===== config.mk =====
export PLATFORM = sky130hd
export DESIGN_NAME = if_stage
export DESIGN_NICKNAME = d
export VERILOG_FILES = /design/src/if_stage.sv
export VERILOG_INCLUDE_DIRS = /design/src
export SDC_FILE = /design/constraint.sdc
export NUM_CORES = 1
export LEC_CHECK = 0
export BUFFER_PORTS_ARGS = -buffer_cell sky130_fd_sc_hd__buf_4
export CAP_MARGIN = 20
export CORE_ASPECT_RATIO = 1.5
export CORE_MARGIN = 10
export CORE_UTILIZATION = 42
export DETAILED_ROUTE_END_ITERATION = 8
export PLACE_DENSITY = 0.89
export RECOVER_POWER = 100
export SYNTH_ARGS = -nofsm -noshare
export SYNTH_HDL_FRONTEND = slang
export SYNTH_SLANG_ARGS = --single-unit

===== constraint.sdc =====
create_clock -name clk -period 1.7 [get_ports clk]
set_input_delay 0.34 -clock clk [delete_from_list [all_inputs] [get_ports clk]]
set_output_delay 0.34 -clock clk [all_outputs]
set_load 0.05 [all_outputs]

===== src/cpu_cfg.svh =====
// cpu configuration: data width, reset pc and register count
`ifndef CPU_CFG_SVH
`define CPU_CFG_SVH

// data and address width
`define CPU_XLEN 64

// pc after reset
`define CPU_RESET_PC 64'h0

// integer registers
`define CPU_NREGS 32

`endif


===== src/if_stage.sv =====
// fetch stage: program counter, instruction bus request and instruction capture
`timescale 1ns/100ps
`default_nettype none

`include "cpu_cfg.svh"

module if_stage (
  input  wire                    clk,
  input  wire                    rst_n_i,
  input  wire                    fetch_en_i,
  output wire                    fetched_req_o,
  input  wire                    fetched_ack_i,
  output wire                    if_valid_o,
  output wire [`CPU_XLEN-1:0]    if_addr_o,
  input  wire                    if_ready_i,
  input  wire [`CPU_XLEN-1:0]    if_data_read_i,
  input  wire [1:0]              if_resp_i,
  input  wire                    pc_load_i,
  input  wire [`CPU_XLEN-1:0]    next_pc_i,
  output wire [`CPU_XLEN-1:0]    pc_o,
  output wire [31:0]             inst_o,
  output wire                    bus_err_o
);

  logic [`CPU_XLEN-1:0] pc_q;
  logic                 req_q;
  logic                 done_q;
  logic                 err_q;
  logic [31:0]          inst_q;
  logic                 xfer;

  assign xfer = req_q & if_ready_i;

  // pc only moves at writeback
  always_ff @(posedge clk or negedge rst_n_i) begin
    if (!rst_n_i) begin
      pc_q <= `CPU_RESET_PC;
    end else if (pc_load_i) begin
      pc_q <= next_pc_i;
    end
  end

  // bus request, raised right at the pc load or on entry to fetch
  always_ff @(posedge clk or negedge rst_n_i) begin
    if (!rst_n_i) begin
      req_q <= 1'b0;
    end else if (xfer) begin
      req_q <= 1'b0;
    end else if (pc_load_i || (fetch_en_i && !req_q && !done_q)) begin
      req_q <= 1'b1;
    end
  end

  // fetched_req held until the sequencer takes it
  always_ff @(posedge clk or negedge rst_n_i) begin
    if (!rst_n_i) begin
      done_q <= 1'b0;
      err_q  <= 1'b0;
    end else if (xfer) begin
      done_q <= 1'b1;
      err_q  <= |if_resp_i;
    end else if (done_q && fetched_ack_i) begin
      done_q <= 1'b0;
    end
  end

  // address bit 2 picks the half of the beat
  always_ff @(posedge clk) begin
    if (xfer) begin
      inst_q <= pc_q[2] ? if_data_read_i[63:32] : if_data_read_i[31:0];
    end
  end

  assign if_valid_o    = req_q;
  assign if_addr_o     = pc_q;
  assign fetched_req_o = done_q;
  assign bus_err_o     = err_q;
  assign pc_o          = pc_q;
  assign inst_o        = inst_q;

endmodule

`default_nettype wire


Yosys cells after proc, flatten, opt, wreduce, memory -nomap -nowiden:

Index checks and enable logic that the tools add are counted.
Widths: inputs -> output; s select.

* muxes and demuxes: 5
* bitwise logic cells: 1
* reduce and logical (&&, ||, !) cells: 9

Operators by type and width (number)
* $mux 32: 1
* $mux 1: 4
* $reduce_bool 2->1: 2
* $logic_and 1x1->1: 3
* $logic_not 1->1: 2
* $reduce_or 2->1: 1
* $and 1x1->1: 1
* $logic_or 1x1->1: 1

* word-level logic and storage cells: 20
* bits in registers: 99
* bits of input ports: 136

Depth between registers and ports, before layout:

Gate-level depths: netlist of the first run.

* depth in word-level cells: 6
* depth in mapped cells: 3
* depth with buffers taken out: 2

Least setup slack after synthesis of the first run:

Ideal clock, no wire load.

* kind: register to register
* start point: reg req_q (netlist: if_valid_o)
* end point: reg inst_q[0] (netlist: inst_o[0]), enable pin
* clock period less this slack: 1.853 ns
* stages on the path, launching flop included: 3
* required time: 1.313 ns
* setup slack: -0.153 ns
* arrival: 1.467 ns
* setup time: 0.387 ns
* path through: dfrtp_1 nand2_1 inv_1

* word-level cells in the longest chain between the ends: 1

RTL lines
* start, declared: RTL line if_stage.sv:26 `logic req_q;`
* start signal, assigned: RTL line if_stage.sv:46 `req_q <= 1'b0;`
* start signal, assigned: RTL line if_stage.sv:48 `req_q <= 1'b0;`
* start signal, assigned: RTL line if_stage.sv:50 `req_q <= 1'b1;`
* $and 1x1->1: RTL line if_stage.sv:32 `assign xfer = req_q & if_ready_i;`
* net xfer: RTL line if_stage.sv:30 `logic xfer;`
* end signal, assigned: RTL line if_stage.sv:70 `inst_q <= pc_q[2] ? if_data_read_i[63:32] : if_data_read_i[31:0];`
* end, declared: RTL line if_stage.sv:29 `logic [31:0] inst_q;`

The timed path passes the listed nets, and every way through them passes these cells.
A chain may end at the register's enable or synchronous reset.

Worst setup path after layout of the first run:

* start point: reg req_q (netlist: if_valid_o)
* end point: reg inst_q[17] (netlist: inst_o[17]), enable pin

The elaborated chain is that of the path after synthesis.

==> flow_summary.yaml, run 1 <==
yosys:
  synth-main-ff-cell: "dfrtp_1"
  synthArstFlopShare_pct: 67.7
  synth.ff_latch_count: 99
  synth_nets: 415
  yosys_warnings: 0
  synth_commonest_cells: "dfrtp_1, buf_4, mux2_4"
  yosysSeqAreaShare_pct: 58.1
  synth_top_area_share_pct: 36.9
  synth_edf_count: 32
  yosysUniqueCellTypes: 15
  synth.most_common_cell: "dfrtp_1"
  syn_area_per_cell_um2: 16.3
  netlist_instances: 279
  syn_area_mm2: 0.00454
  synth.largest_area_cell: "dfrtp_1"
  synthTopCellsByArea: "dfrtp_1, edfxtp_1, mux2_4, mux2_2, buf_4"
setup_path:
  path_depth: 2
  reg2reg_depth: 2
  endpoint_kind: "register"
  slowest_delay_ns: 0.56
  path_class: "register to register"
  worstPathMaxFanout: 32
  worst_ep_required_time_ns: 1.57
  crit_buf_inv: 1
  crit_arrival_ns: 1.49
  crit_family: "buffers and inverters"
  worst_path_max_delay_cell: "clkinvlp_4"
  worstSetupStartpointType: "register"
  crit_chain: "nand2_1, clkinvlp_4"
finish:
  drive_above_1_share_pct: 69.0
  fin_util_pct: 57.9
  area_growth_pct: 35.1
  diodes: 0
  nets: 654
global_route:
  grt_pass1_vias: 3506
  grt_max_degree: 46
  grt_pass1_wl_um: 20600
  antenna_found_initial: 0
  track_usage_pct: 16.9
  gr-total-overflow: 0
timing:
  setup_violations: 0
  period_needed_ns: 1.61
  worstMarginPinSlew_ns: 0.749
  worst_clock_skew_ns: 0.00918
  slew_violations: 0
  slew_headroom_pct: 50.1
  timing.fmax_ghz: 0.620
  timing.final.hold_violations: 0
  fin_crit_sh_pct: 94.8
  rsz0062_at_grt: "no"
  setup-tns-final_ns: 0
clock_network:
  cts.repair.resized: 0
  cts_buffer_depth: 2
  tritoncts: "done"
  cts_sinks: 99
  cts_root_buf: "clkbuf_16"
  htreeDepth: 3
  post_cts_buffers: 0
  cts.reportedPaths.clkPinSlew_ns: 0.07
  insertion_delay_ns: 0.33
  cts-buffers-inserted: 9
detailed_routing:
  routed_wl_um: 13600
  num_vias: 3047
  drc: 0
  ant_nets: 0
  wire_per_inst_um: 20.3
  drtIter0Drc: 42
  viasPerCell: 4.57
  first_pass_iters: 4
hold_path:
  hp-class: "input port to register"
  hold_depth: 2
floorplanning:
  start_util_pct: 42.9
  io_pins: 299
  die_x_um: 105
  coreArea_mm2: 0.0106
  fp.dieH_um: 147
  rows: 46
  die-area_mm2: 0.0155
place:
  hpwl_um: 11400
  gp_congestion: 0.784
  port_buffers: 298
power_and_ir_drop:
  p_leak_nw: 2.98
  ir_worst_vdd_uv: 537
  power_density_mw_per_mm2: 1200
run:
  cap_violations: 0
run_status:
  status: "complete, no violations"
==> power by group <==
part	switching (W)	internal, W	total [W]
registers	0.000162	0.00273	0.00289
logic	0.00182	0.000645	0.00246
clock network	0.000865	0.00115	0.00201
==> path summary, 6_finish.rpt <==
check,start,to,slack [ns]
setup / recovery,if_valid_o,inst_o[17],0.09
hold reg to reg,if_addr_o[42],if_addr_o[42],0.52
hold / removal,if_ready_i,bus_err_o,0.20
max in group asynchronous,rst_n_i,if_addr_o[4],0.37
min in group asynchronous,rst_n_i,if_addr_o[24],0.52
setup reg to reg,if_valid_o,inst_o[17],0.09
==> flip-flops by register name, indices dropped and copies added (netlist names) <==
signal         flops
bus_err_o          1
fetched_req_o      1
if_addr_o         64
if_valid_o         1
inst_o            32
==> repair_timing <==
action,in CTS,in global routing
endpoints found under the setup margin,0,0
hold endpoints to repair,22,0
hold buffers,1,0
==> kinds of logic (layout without fill, tap and decap cells) <==
| kind of cell | after synthesis | count (layout) | share of synthesized area, % |
|---|---|---|---|
| DFF | 99 | 99 | 58.1 |
| AOI/OAI and AO/OA | 4 | 4 | 0.551 |
| buffers and inverters | 77 | 321 | 13.2 |
| and+or+nand+nor | 3 | 3 | 0.303 |
| muxes | 96 | 96 | 27.9 |
==> final cells by class <==
type                            count  area (µm²)
Sequential cell                    99        2640
Multi-Input combinational cell    103        1140
Timing Repair Buffer              303        1860
Fill cell                        1006        4460
Tap cell                          144         180
Clock buffer                        9         225
Clock inverter                      7        73.8
Inverter                            2        11.3
==> stage by stage <==
step                      total power, W  setup WS, ns  area, µm²  hold WS [ns]  instances
after floorplan                  0.00496        0.0532       4540        0.0444        279
final                            0.00736        0.0878       6130         0.199        667
after CTS                        0.00783        0.0852       6760         0.184        667
after global routing             0.00768       0.00254       6130         0.180        667
after global placement           0.00574         0.149       6450         0.245        650
after detailed placement         0.00580        0.0646       6450         0.256        650
==> routing by layer <==
| layer | track usage, % | routed length (µm) |
|---|---|---|
| met5 | 0 | 0 |
| met4 | 4.34 | 198 |
| met1 | 17.3 | 4960 |
| met3 | 8.32 | 1390 |
| met2 | 29.8 | 7020 |
==> layout by cell type, fill, tap and decap left out, types with 2 or more instances in the layout <==
| cell type | synthesis | layout |
|---|---|---|
| mux2_2 | 47 | 45 |
| mux2_4 | 49 | 6 |
| inv_6 | 0 | 2 |
| edfxtp_1 | 32 | 32 |
| clkbuf_16 | 0 | 9 |
| clkbuf_2 | 0 | 157 |
| mux2_1 | 0 | 45 |
| buf_4 | 64 | 133 |
| clkinvlp_4 | 0 | 2 |
| dfrtp_1 | 67 | 67 |
| clkinv_2 | 0 | 2 |
| clkbuf_1 | 0 | 9 |
Power figures use the tool's default switching activity.
==> run 2: changes to the inputs <==
--- a/config.mk
+++ b/config.mk
@@ -14,6 +14,7 @@
 export DETAILED_ROUTE_END_ITERATION = 8
 export PLACE_DENSITY = 0.89
 export RECOVER_POWER = 100
+export REMOVE_ABC_BUFFERS = 1
 export SYNTH_ARGS = -nofsm -noshare
 export SYNTH_HDL_FRONTEND = slang
 export SYNTH_SLANG_ARGS = --single-unit
==> run 2 against run 1 <==
Effect of this change: largest power group unchanged; non-clock buffer count up 2; critical endpoint is now pc_o[2]; register-to-register slack better by 0.06 ns; worst hold slack worse by 0.020 ns; final area down 0.69%; critical path type is now register to output port; clock skew up 0.0032 ns; highest routed layer unchanged; sequential power about the same; die area unchanged; count of clock-buffer cells in the layout up 2; global-route usage up 0.31 points; core utilization down 0.40 points; power down 2.4%.
==> flow_summary.yaml, run 2 (synthesized netlist as in run 1, its figures left out) <==
place:
  hpwl_um: 11500
  port_buffers: 298
  gp_congestion: 0.764
  place_ws_ns: 0.373
  placed_cell_area_mm2: 0.00647
  numPlacedInstances: 652
setup_path:
  path_class: "register to output port"
  worst_ep_required_time_ns: 1.36
  slowest_delay_ns: 0.46
  worstPathMaxFanout: 31
  crit_chain: "buf_12, buf_4"
  crit_buf_inv: 2
  r2r_start: "if_valid_o"
  worst_path_max_delay_cell: "dfrtp_1"
  endpoint_kind: "output port"
  crit_family: "flip-flops"
  worstSetupStartpointType: "register"
  critPathLaunch: "if_addr_o[2]"
  crit_arrival_ns: 1.26
clock_network:
  cts.repair.resized: 0
  cts_root_buf: "clkbuf_16"
  cts-buffers-inserted: 9
  hold_buffers: 1
  post_cts_buffers: 0
  cts_buffer_depth: 2
  cts_sinks: 99
  insertion_delay_ns: 0.33
  tritoncts: "done"
  htreeDepth: 3
  cts.reportedPaths.clkPinSlew_ns: 0.07
floorplanning:
  coreArea_mm2: 0.0106
  io_pins: 299
  fp.dieH_um: 147
  die-area_mm2: 0.0155
  die_x_um: 105
  start_util_pct: 42.9
  rows: 46
finish:
  fin_area_mm2: 0.00609
  drive_above_1_share_pct: 65.9
  final_common_cell: "clkbuf_2"
  fin_cells: 669
  nets: 656
  layout_common_cells: "clkbuf_2, buf_4, dfrtp_1, mux2_2, mux2_1"
  diodes: 0
  area_growth_pct: 34.2
  largest_reg_flops: 64
global_route:
  grt_max_degree: 42
  track_usage_pct: 17.2
  grt_pass1_vias: 3631
  gr-total-overflow: 0
  antenna_found_initial: 0
  grt_pass1_wl_um: 20900
detailed_routing:
  drc: 0
  drtIter0Drc: 53
  first_pass_iters: 4
  wire_per_inst_um: 20.4
  routed_wl_um: 13700
  ant_nets: 0
  num_vias: 3128
  viasPerCell: 4.68
timing:
  holdWs_ns: 0.179
  slew_violations: 0
  timing.final.hold_violations: 0
  setup_violations: 0
  slew_headroom_pct: 37.9
  fin_crit_sh_pct: 94.2
  worstMarginPinSlew_ns: 0.931
  timing.final.ws_setup_ns: 0.0982
  timing.fmax_ghz: 0.624
  setup-tns-final_ns: 0
  rsz0062_at_grt: "no"
  worst_clock_skew_ns: 0.0124
  period_needed_ns: 1.60
power_and_ir_drop:
  power_density_mw_per_mm2: 1180
  switching_power_w: 0.00282
  ir_worst_vdd_uv: 570
  p_comb_share_pct: 34.0
  internal_power_w: 0.00437
  clkPwrFrac_pct: 25.7
  p_seq_share_pct: 40.3
  switching_share_pct: 39.2
  p_leak_nw: 2.94
hold_path:
  hp-class: "input port to register"
  hold_start: "fetched_ack_i"
run_status:
  status: "complete, no violations"
run:
  cap_violations: 0
run 2: cell types whose count changed in the layout (fill, tap and decap cells not counted):
cell,change
buf_4,+3
bufinv_16,-1
clkbuf_1,+15
clkbuf_2,-14
clkinv_2,-1
clkinvlp_4,-2
inv_1,+1
inv_4,+1
mux2_1,+1
mux2_2,+2
mux2_4,-3
run 2: area by class of cell:
cell class / instances / area, µm²
Inverter: 2 / 7.51
Tap cell: 144 / 180
Clock inverter: 5 / 37.5
Multi-Input combinational cell: 103 / 1130
Sequential cell: 99 / 2640
Fill cell: 978 / 4500
Clock buffer: 11 / 233
Timing Repair Buffer: 305 / 1870
run 2: path summary, 6_finish.rpt:
check | endpoint | slack, ns | cells past startpoint
worst max register to register | inst_o[23] | 0.15 | 3
worst min-delay path | fetched_req_o | 0.18 | 2
min in group asynchronous | if_addr_o[56] | 0.66 | 2
max in group asynchronous | if_addr_o[37] | 0.23 | 3
worst min register to register | if_addr_o[36] | 0.52 | 1
worst max-delay path | pc_o[2] | 0.1 | 2
run 2: power groups by stage:
| stage | logic, W | registers, W | clock network [W] |
|---|---|---|---|
| after floorplan | 0.000363 | 0.00430 | 0 |
| after global placement | 0.00280 | 0.00294 | 0 |
| after detailed placement | 0.00285 | 0.00295 | 0 |
| after CTS | 0.00285 | 0.00291 | 0.00191 |
| after global routing | 0.00254 | 0.00293 | 0.00203 |
| final | 0.00245 | 0.00290 | 0.00185 |
run 2: routing by layer:
layer,track usage (%),vias to the layer above,share of wire [%]
met1,17.9,1524,36
met2,30.3,197,53
met4,4.68,0,1.3
met5,0,-,0
met3,7.97,14,9.6
li1,-,1393,-
run 2: worst reg2reg max path, cell delays in order (launching register included):
cell	delay, ns
dfrtp_1	0.41
nand2_1	0.10
inv_1	0.06
clkbuf_2	0.59
run 2: through the flow:
step / utilization [%] / power [W]
after global routing: 57.5 / 0.00750
final: 57.5 / 0.00719
after CTS: 63.8 / 0.00768
after global placement: 61.1 / 0.00574
after detailed placement: 61.1 / 0.00580
after floorplan: - / 0.00467
